<file path="config.mk">
export PLATFORM = sky130hd
export DESIGN_NAME = response_park
export DESIGN_NICKNAME = d
export VERILOG_FILES = /design/src/source/response_park_pkg.sv /design/src/source/occupancy_tracker.sv /design/src/source/response_park.sv /design/src/source/slot_table.sv
export VERILOG_INCLUDE_DIRS = /design/src /design/src/source
export SDC_FILE = /design/constraint.sdc
export NUM_CORES = 1
export LEC_CHECK = 0
export BUFFER_PORTS_ARGS = -buffer_cell sky130_fd_sc_hd__buf_4
export CORE_UTILIZATION = 40
export CTS_CLUSTER_SIZE = 12
export DETAILED_ROUTE_END_ITERATION = 16
export HOLD_SLACK_MARGIN = 0.12
export PLACE_DENSITY = 0.57
export SYNTH_ARGS = -nofsm -noshare
export SYNTH_HDL_FRONTEND = slang
export SYNTH_HIERARCHICAL = 1
export SYNTH_SLANG_ARGS = --single-unit
</file>
<file path="constraint.sdc">
create_clock -name clk -period 16.85 [get_ports clk]
set_input_delay 0.8425 -clock clk [delete_from_list [all_inputs] [get_ports clk]]
set_output_delay 0.8425 -clock clk [all_outputs]
set_load 0.05 [all_outputs]
</file>
<file path="src/source/response_park_defines.svh">
// ----------------------------------------
// Size macros for the response park
// Depth, headroom and payload field widths
// ----------------------------------------

`ifndef RESPONSE_PARK_DEFINES_SVH
`define RESPONSE_PARK_DEFINES_SVH

// Number of UID slots
// Also sets the UID width
`define PARK_DEPTH 16

// Slots that are never filled
// Leave-one-free policy against fabric deadlock
`define PARK_HEADROOM 1

// Read data width
// Cut down from the 256-bit bus for simulation
`define PARK_DATA_W 64

// AXI read response code width
`define PARK_RESP_W 2

// Master-facing original ID width
`define PARK_OID_W 8

`endif

</file>
<file path="src/source/response_park_pkg.sv">
// ----------------------------------------
// Types shared by the response park
// Vector typedefs and the parked struct
// ----------------------------------------

`include "response_park_defines.svh"

package response_park_pkg;

  // Internal UID, also the slot index
  typedef logic [$clog2(`PARK_DEPTH)-1:0] uid_t;

  // Read data beat
  typedef logic [`PARK_DATA_W-1:0] data_t;

  // AXI response code
  typedef logic [`PARK_RESP_W-1:0] resp_t;

  // Original ID as the master issued it
  typedef logic [`PARK_OID_W-1:0] oid_t;

  // Occupancy count
  // One bit wider than the UID so the full depth fits
  typedef logic [$clog2(`PARK_DEPTH):0] count_t;

  // One whole parked response
  // Original ID on top, data in the low bits
  typedef struct packed {
    oid_t  oid;
    resp_t resp;
    data_t data;
  } park_resp_t;

  // Count at which enqueues stop
  localparam count_t park_full_level = count_t'(`PARK_DEPTH - `PARK_HEADROOM);

endpackage

</file>
<file path="src/source/occupancy_tracker.sv">
// ----------------------------------------
// Occupancy counter with headroom full
// ----------------------------------------

`timescale 1ns/1ps

module occupancy_tracker (
  input  logic clk,
  input  logic rst,
  input  logic enq_accept,
  input  logic free_accept,
  output logic full
);

  import response_park_pkg::*;

  // Parked responses right now
  count_t count_q;

  // ----------------------------------------
  // Counter
  // ----------------------------------------

  // Up on enqueue, down on free, hold when both land together
  always_ff @(posedge clk) begin
    if (rst) begin
      count_q <= '0;
    end else begin
      case ({enq_accept, free_accept})
        2'b10:   count_q <= count_q + count_t'(1);
        2'b01:   count_q <= count_q - count_t'(1);
        default: count_q <= count_q;
      endcase
    end
  end

  // Full at depth minus headroom
  // Comes straight off the register, so one cycle after the event
  assign full = (count_q == park_full_level);

  // ----------------------------------------
  // Assertions
  // ----------------------------------------

  // Enqueue gating in the slot table keeps the count at or below the limit
  assert property (@(posedge clk) disable iff (rst)
    count_q <= park_full_level)
    else $error("occupancy_tracker: count %0d above full level", count_q);

  // A lone free needs something parked
  assert property (@(posedge clk) disable iff (rst)
    (free_accept && !enq_accept) |-> (count_q != '0))
    else $error("occupancy_tracker: decrement from zero");

endmodule

</file>
<file path="src/source/response_park.sv">
// ----------------------------------------
// Response park top level
// Slot table plus occupancy tracker
// ----------------------------------------

`timescale 1ns/1ps

module response_park (
  input  logic                          clk,
  input  logic                          rst,
  // Enqueue from the fabric R channel, tagged by UID
  input  logic                          in_valid,
  input  response_park_pkg::uid_t       in_uid,
  input  response_park_pkg::park_resp_t in_payload,
  output logic                          in_ready,
  // Allocate from the ordering arbiter
  input  logic                          alloc_req,
  input  response_park_pkg::uid_t       alloc_uid,
  output logic                          alloc_gnt,
  output response_park_pkg::park_resp_t out_payload,
  // Free from the consumer
  input  logic                          free_req,
  input  response_park_pkg::uid_t       free_uid,
  output logic                          free_ack,
  // Headroom full flag
  output logic                          full
);

  // ----------------------------------------
  // Internal events
  // ----------------------------------------

  // Accepted enqueue, one pulse per beat
  logic enq_accept;

  // Accepted free of an occupied slot
  logic free_accept;

  // Flags, payloads and request resolution
  slot_table u_slot_table (
    .clk         (clk),
    .rst         (rst),
    .in_valid    (in_valid),
    .in_uid      (in_uid),
    .in_payload  (in_payload),
    .in_ready    (in_ready),
    .full        (full),
    .alloc_req   (alloc_req),
    .alloc_uid   (alloc_uid),
    .alloc_gnt   (alloc_gnt),
    .out_payload (out_payload),
    .free_req    (free_req),
    .free_uid    (free_uid),
    .free_ack    (free_ack),
    .enq_accept  (enq_accept),
    .free_accept (free_accept)
  );

  // Count of parked responses
  // full feeds the slot table and the port
  occupancy_tracker u_occupancy_tracker (
    .clk         (clk),
    .rst         (rst),
    .enq_accept  (enq_accept),
    .free_accept (free_accept),
    .full        (full)
  );

endmodule

</file>
<file path="src/source/slot_table.sv">
// ----------------------------------------
// Per-UID slot flags and payload storage
// Enqueue, allocate and free control
// ----------------------------------------

`timescale 1ns/1ps

`include "response_park_defines.svh"

module slot_table (
  input  logic                         clk,
  input  logic                         rst,
  // Enqueue plane
  input  logic                         in_valid,
  input  response_park_pkg::uid_t      in_uid,
  input  response_park_pkg::park_resp_t in_payload,
  output logic                         in_ready,
  input  logic                         full,
  // Allocate plane
  input  logic                         alloc_req,
  input  response_park_pkg::uid_t      alloc_uid,
  output logic                         alloc_gnt,
  output response_park_pkg::park_resp_t out_payload,
  // Free plane
  input  logic                         free_req,
  input  response_park_pkg::uid_t      free_uid,
  output logic                         free_ack,
  // Events for the occupancy tracker
  output logic                         enq_accept,
  output logic                         free_accept
);

  import response_park_pkg::*;

  // ----------------------------------------
  // Slot state
  // ----------------------------------------

  // Slot holds a parked response
  logic [`PARK_DEPTH-1:0] occupied_q;
  logic [`PARK_DEPTH-1:0] occupied_d;

  // Slot already granted, waiting for its free
  logic [`PARK_DEPTH-1:0] reserved_q;
  logic [`PARK_DEPTH-1:0] reserved_d;

  // Parked payloads, one per UID
  park_resp_t payload_mem [`PARK_DEPTH];

  // Allocate hits a parked, unclaimed slot
  logic alloc_hit;

  // ----------------------------------------
  // Request resolution
  // ----------------------------------------

  // No overwrite of a parked slot, no accept while full
  assign in_ready = ~full & ~occupied_q[in_uid];

  assign enq_accept = in_valid & in_ready;

  // Reserved slot gives no second grant
  assign alloc_hit = alloc_req & occupied_q[alloc_uid] & ~reserved_q[alloc_uid];

  // Free only counts for a slot that holds something
  assign free_accept = free_req & occupied_q[free_uid];

  // Next flags, applied in order enqueue, allocate, free
  // Enqueue and allocate never share a UID since their occupancy tests differ
  // Allocate plus free on one UID leaves the slot clear
  always_comb begin
    occupied_d = occupied_q;
    reserved_d = reserved_q;

    if (enq_accept) begin
      occupied_d[in_uid] = 1'b1;
      reserved_d[in_uid] = 1'b0;
    end

    if (alloc_hit) begin
      reserved_d[alloc_uid] = 1'b1;
    end

    if (free_accept) begin
      occupied_d[free_uid] = 1'b0;
      reserved_d[free_uid] = 1'b0;
    end
  end

  // ----------------------------------------
  // Registers
  // ----------------------------------------

  // Control flags and response pulses
  always_ff @(posedge clk) begin
    if (rst) begin
      occupied_q <= '0;
      reserved_q <= '0;
      alloc_gnt  <= 1'b0;
      free_ack   <= 1'b0;
    end else begin
      occupied_q <= occupied_d;
      reserved_q <= reserved_d;
      // One-cycle pulses, one cycle after the request
      alloc_gnt  <= alloc_hit;
      free_ack   <= free_accept;
    end
  end

  // Capture the producer beat into its slot
  always_ff @(posedge clk) begin
    if (enq_accept) begin
      payload_mem[in_uid] <= in_payload;
    end
  end

  // Copy out on grant
  // Valid in the same cycle as alloc_gnt, consumer latches it there
  always_ff @(posedge clk) begin
    if (alloc_hit) begin
      out_payload <= payload_mem[alloc_uid];
    end
  end

  // ----------------------------------------
  // Assertions
  // ----------------------------------------

  // A just-filled UID reports not ready on the next cycle
  assert property (@(posedge clk) disable iff (rst)
    enq_accept |=> !(in_ready && (in_uid == $past(in_uid))))
    else $error("slot_table: in_ready high for occupied uid %0d", in_uid);

  // Reservation only ever sits on an occupied slot
  assert property (@(posedge clk) disable iff (rst)
    (reserved_q & ~occupied_q) == '0)
    else $error("slot_table: reserved slot not occupied, flags %h", reserved_q);

endmodule

</file>
* Word-level counts from Yosys, hierarchy flattened
Memory sizes are Yosys's and may differ from the RTL's. A register that Yosys moved wholly into a read port is not among the register bits.
Index checks and enable logic that the tools add are counted.
** Storage, ports and cells
- Memories :: 1
- Bits in registers :: 39
- Logic and storage cells :: 58
- Output and inout port bits :: 78
- Input bits :: 91
- Bits in writable memories :: 1184
** Memories
- u_slot_table.payload_mem :: words 16, width 74, read ports 1, clocked after memory_dff 1, wr ports 1, RTL line slot_table.sv:48 : park_resp_t payload_mem [`PARK_DEPTH];
** Operators by class
- Multiplexer cells :: 22
- Add/sub/neg operators :: 2
- Equal/unequal tests :: 3
- Bitwise operators :: 15
- Reduce and logical (&&, ||, !) cells :: 4
- Magnitude comparators :: 6
** Operators with widths (count)
- 2-to-1 mux 16 bit :: 5
- bitwise AND 16 bit :: 3
- inverter 16 bit :: 2
- bitwise OR 16 bit :: 2
- binary-select mux 1 bit (select 4 bit) :: 4
- < comparator 4 x 5 -> 1 bit, second input constant :: 3
- demux 1 bit (select 4 bit) :: 3
- >= comparator 4 x 1 -> 1 bit, second input constant :: 3
- one-hot mux 5 bit (2 select lines) :: 1
- 2-to-1 mux 1 bit :: 9
- adder 5 x 1 -> 5 bit, second input constant :: 1
- bitwise AND 1 bit :: 5
- equality test 5 x 4 -> 1 bit, second input constant :: 1
- subtractor 5 x 1 -> 5 bit, second input constant :: 1
- logical AND 1 bit :: 3
- inverter 1 bit :: 3
- equality test 2 x 1 -> 1 bit, second input constant :: 1
- equality test 2 bit, second input constant :: 1
- nonzero test 2 bit :: 1

* Longest topological paths before layout
- Depth in word-level cells :: 11
- Depth in mapped cells :: 14
- Gate-level depth less buffers :: 12

* Modules after synthesis
Netlist, hierarchy kept.
** By module, submodules not included
- slot_table :: sequential area each 38456.9 um^2, cells an instance 1946, area an instance 48825.6 um^2, instances 1
- occupancy_tracker :: sequential area each 100.1 um^2, cells an instance 49, area an instance 400.4 um^2, instances 1

* Worst setup path before layout
OpenSTA, ideal clock, no wires.
- Kind :: input to register
- From :: input alloc_uid[0]
- To :: register u_slot_table/out_payload[0] (netlist name)
- Buffers on the path :: 4
- Slack :: 9354 ps
- Stages on the path :: 8
- Data required time :: 16253 ps
- Data arrival time :: 6899 ps
- Setup time :: 597 ps
- Cells stage by stage :: buf_6 > buf_6 > buf_2 > clkbuf_1 > nand2_1 > o22ai_1 > nor2_1 > nor3_1
** On the way
- Cells in the longest elaborated chain, start to end :: 4
- Elaborated cells on any way between the ends :: 7
- Classes of those cells :: 4 x mux; 3 x bitwise
** Ends and longest elaborated chain
- start: declaration :: RTL line response_park.sv:18 : input response_park_pkg::uid_t alloc_uid,
- binary-select mux 1 bit (select 4 bit) :: RTL line slot_table.sv:63 : assign alloc_hit = alloc_req & occupied_q[alloc_uid] & ~reserved_q[alloc_uid];
- 2-to-1 mux 1 bit (not written as such) :: RTL line slot_table.sv:63
- bitwise AND 1 bit / inverter 1 bit (equally long branches) :: RTL line slot_table.sv:63
- bitwise AND 1 bit (*) :: RTL line slot_table.sv:63
- via u_slot_table.alloc_hit :: RTL line slot_table.sv:51 : logic alloc_hit;
Mark *: on every way through the listed nets, which the timed path passes. The rest lies on a longest branch. The select of a mux whose other input is x is not followed.
A chain may end at the register's enable or synchronous reset.

* Final worst setup path
- From :: input alloc_uid[1]
- To :: register u_slot_table/out_payload[34] (netlist name)
** On the way
- Cells in the longest elaborated chain, start to end :: 4
- Elaborated cells on any way between the ends :: 7
- Classes of those cells :: 4 x mux; 3 x bitwise
** Ends and longest elaborated chain (RTL line)
- binary-select mux 1 bit (select 4 bit) :: slot_table.sv:63
- 2-to-1 mux 1 bit (not written as such) :: slot_table.sv:63
- bitwise AND 1 bit / inverter 1 bit (equally long branches) :: slot_table.sv:63
- bitwise AND 1 bit :: slot_table.sv:63
Parallel ways exist; a longest one is shown, timed or not. The select of a mux whose other input is x is not followed.

==> summary.txt <==
Die
  • Core Area: 122000 um2
  • Initial Util: 40.4%
  • Total I/O pin count: roughly 170
  • Count of standard-cell rows: 128
  • Total Die Area: roughly 120000 um2
  • Die span in x: ~350 um
  • Die Y: 353 um

Finish
  • Filler-free cell count of the finished design: roughly 3900
  • Fill cell total of the finished layout: 9901
  • Post-layout nets: 2331
  • Share of layout cells above drive strength 1: 33.9%
  • Syn-to-layout area delta: 14.5%

Job
  • Max cap viols: 0

Critical path
  • Worst reg2reg setup slack: between 10 and 15 ns
  • Launch point of the worst reg-to-reg path: u_occupancy_tracker/count_q[1]
  • Critical path data arrival time: 4.77 ns
  • Maximum fanout encountered on the critical timing path: 104
  • Endpoint of the most critical register-to-register path: u_slot_table/payload_mem[8][15]
  • Endpoint class of the critical path: flop
  • Type of the worst setup path: input pin to flop
  • Crit path from: alloc_uid[1]
  • Count of cells along the worst register-to-register path: 7
  • Worst endpoint required time: 17.31 ns
  • Startpoint kind of the worst setup timing path: input pin

Clocking
  • CTS HTree Levels: 4
  • Number of resized instances in the post-cts repair step: 0
  • Number of CTS-inserted buffers: ~130
  • Clk sinks: 1297
  • TritonCTS clock tree: built
  • Number of buffers between clock root and the deepest sink: 3
  • Clock latency of the later-clocked register in the worst-skew pair: 0.73 ns
  • Post-CTS Hold Buffers: 0
  • Post-CTS setup repair buffer count: 0
  • Clock slew at reported path FFs: about 0.060 ns
  • Clock tree root buffer cell: clkbuf_16

STA
  • Headroom to the max-slew limit: 19.8%
  • Fin crit period: 4.31 ns
  • Final critical-path share of the clock period: around 26%
  • Slew of the pin with the lowest slew margin: 1.20 ns
  • Final count of hold timing violations: 0
  • Final-report max-slew violation count: 0
  • Maximum clock rate: 232 MHz
  • Final setup violation count: 0
  • Final worst slack: 12.54 ns
  • Accumulated negative setup slack: 0 ns
  • Setup repair after global routing missed its margin: no
  • Worst clock skew: approximately 0.022 ns

GRT
  • Global-route wire length before repair: 167000 um
  • Pin count of the biggest net entering global routing: 111
  • Total global routing overflow: 0
  • Number of global-route vias before repair: 23526
  • GRT Util Overall: 18.7%
  • Initial antenna violation count: 14

Routing
  • Remaining number of nets flagged by the antenna check after routing: 0
  • Routed length per placed instance: 29.2 um
  • First-pass detailed-route iteration total: 4
  • Total vias in the final route: 22072
  • Final wirelength: 115000 um
  • Number of remaining DRC errors: 0
  • Via density per instance: 5.60
  • DRT iter0 DRCs: 1950

Pwr
  • NetSw: 0.00135 W
  • Fraction of power consumed by sequential logic: 54.1%
  • IR drop worst, VDD: approximately 0.074 mV
  • Total design power: between 0.006 and 0.007 W
  • Power per cell area: approximately 120 nW/um2
  • Part of the total power dissipated in combinational logic: roughly 4.5%
  • Internal power consumption: approximately 0.0053 W
  • Net switching share of the total power: 20.3%
  • Leakage power of the design: approximately 18 nW
  • Relative contribution of the clock network to total power: 41.4%

Yosys
  • Register area share after synthesis: about four fifths
  • Share of synthesized flip-flops with an asynchronous set or reset: 0%
  • Unique cell type count in the Yosys netlist: 44
  • Net count of the mapped netlist: ~2100
  • Post-synthesis instance total: 1995
  • Number of synthesized flops with an enable pin: 1258
  • Number of synthesis warnings: 6
  • Most common flop cell mapped by yosys: edfxtp_1
  • Syn Std Cell Area: slightly below 50000 um2
  • Mapped Avg Cell Area: 24.7 um2
  • Flops & latches, synth: 1297

Placement
  • Number of input and output port buffers inserted: 168
  • Estimated wirelength of the detail-placed design: 58900 um
  • Final RePlAce weighted congestion: a little under 0.8
  • Cell Count Post-Placement: 3725
  • Worst slack, placed: between 10 and 15 ns

Hold path
  • Min-delay src: in_payload[24]
  • Hold WC Path Type: input pin to flop
  • Worst hold path depth: 1
  • Endpoint of the worst hold path: u_slot_table/payload_mem[10][24]

Outcome
  • Result of the run: finished, final reports clean
-- state kept, by name, indices dropped and copies added, names as in the netlist --
| signal | cells |
|---|---|
| u_slot_table/payload_mem | 1184 |
| u_slot_table/free_ack | 1 |
| u_occupancy_tracker/count_q | 5 |
| u_slot_table/occupied_q | 16 |
| u_slot_table/reserved_q | 16 |
| u_slot_table/out_payload | 74 |
| u_slot_table/alloc_gnt | 1 |
-- cells in the mapped netlist (7+ instances only) --
| cell type | count | area share (%) |
|---|---|---|
| nand2b_1 | 9 | 0.11 |
| o21ai_1 | 12 | 0.12 |
| nor2_1 | 22 | 0.17 |
| mux4_2 | 386 | 18 |
| o21a_1 | 16 | 0.24 |
| mux2i_1 | 9 | 0.18 |
| clkbuf_1 | 40 | 0.31 |
| edfxtp_1 | 1258 | 77 |
| nand2_1 | 7 | 0.053 |
| buf_1 | 9 | 0.069 |
| a21boi_1 | 16 | 0.24 |
| a21oi_1 | 19 | 0.19 |
| buf_6 | 14 | 0.32 |
| nand4_1 | 17 | 0.22 |
| o21ai_0 | 8 | 0.081 |
| dfxtp_1 | 39 | 1.6 |
| buf_4 | 19 | 0.29 |
| buf_2 | 26 | 0.26 |
-- metrics by stage --
stage / instance area [um2] / utilization (%) / hold slack (ns)
floorplan: 49200 / - / 0.454
global placement: 52400 / 43.0 / 0.471
detailed placement: 52400 / 43.0 / 0.474
CTS: 56400 / 46.2 / 0.345
global route: 56400 / 46.2 / 0.380
finish: 56400 / 46.2 / 0.409
-- worst max path at each step --
stage	endpoint	slack, ns	depth (start not counted)
finish	u_slot_table/out_payload[34]	12.54	6
detailed placement	u_slot_table/out_payload[39]	11.71	6
global placement	u_slot_table/out_payload[34]	11.77	6
CTS	u_slot_table/out_payload[35]	12.51	6
global route	u_slot_table/out_payload[35]	12.38	6
floorplan	u_slot_table/out_payload[0]	9.35	8
-- cell type report --
class                           instances  area (um2)  share of cell area, %
Multi-Input combinational cell        589       10100                   18.0
Clock inverter                         34         318                  0.564
Timing Repair Buffer                  213        1630                   2.89
Sequential cell                      1297       38600                   68.4
Antenna cell                            2        5.00                0.00888
Clock buffer                          180        3670                   6.52
Tap cell                             1625        2030                   3.61
Inverter                                1        3.75                0.00666
-- routing by layer --
layer | GRT usage [%] | vias up | wire length [um]
met5 | 0 | - | 130
met4 | 5.32 | 24 | 2440
met3 | 5.10 | 175 | 8130
met2 | 30.3 | 661 | 56800
met1 | 25.0 | 12091 | 47400
li1 | - | 9121 | -
-- layout by cell type, fill, tap and decap left out, drive strengths merged --
cell type and count:
a21boi 16, clkbuf 180, o22ai 1, o21ai 20, nand2b 9, clkinv 25, or3b 3, nand2 7
a311oi 1, mux2i 9, inv 6, a21oi 19, dfxtp 39, diode 2, nand3b 2, nand4 17
a21o 1, nor4 5, and3b 4, a211o 1, mux4 386, a22oi 1, or2b 1, or3 3
o221a 1, nor2b 3, nor3b 5, or4 1, mux2 6, bufinv 4, edfxtp 1258, buf 213
nor4b 5, nor4bb 2, ha 4, o21a 16, xor2 3, nor3 5, and3 2, nor2 30
-- power groups by stage --
stage | clock network, W | registers [W] | logic, W
final | 0.00275 | 0.00359 | 0.000300
after global routing | 0.00293 | 0.00359 | 0.000324
after CTS | 0.00282 | 0.00359 | 0.000308
after detailed placement | 0 | 0.00366 | 0.000307
after global placement | 0 | 0.00366 | 0.000300
after floorplan | 0 | 0.00367 | 0.000185
-- worst max-delay path: stages --
cell and delay, ns:
buf_8 0.64, buf_4 0.69, buf_4 0.85, buf_4 0.67
mux4_2 0.42, mux4_2 0.47
-- cell families after synthesis --
family	share of synthesized area, %
compound gates	0.989
simple gates	1.29
flops	78.3
buf+inv	1.26
xor+xnor	0.0534
fa+ha+maj	0.102
mux	18.0
(Power assumes the default switching activity.)
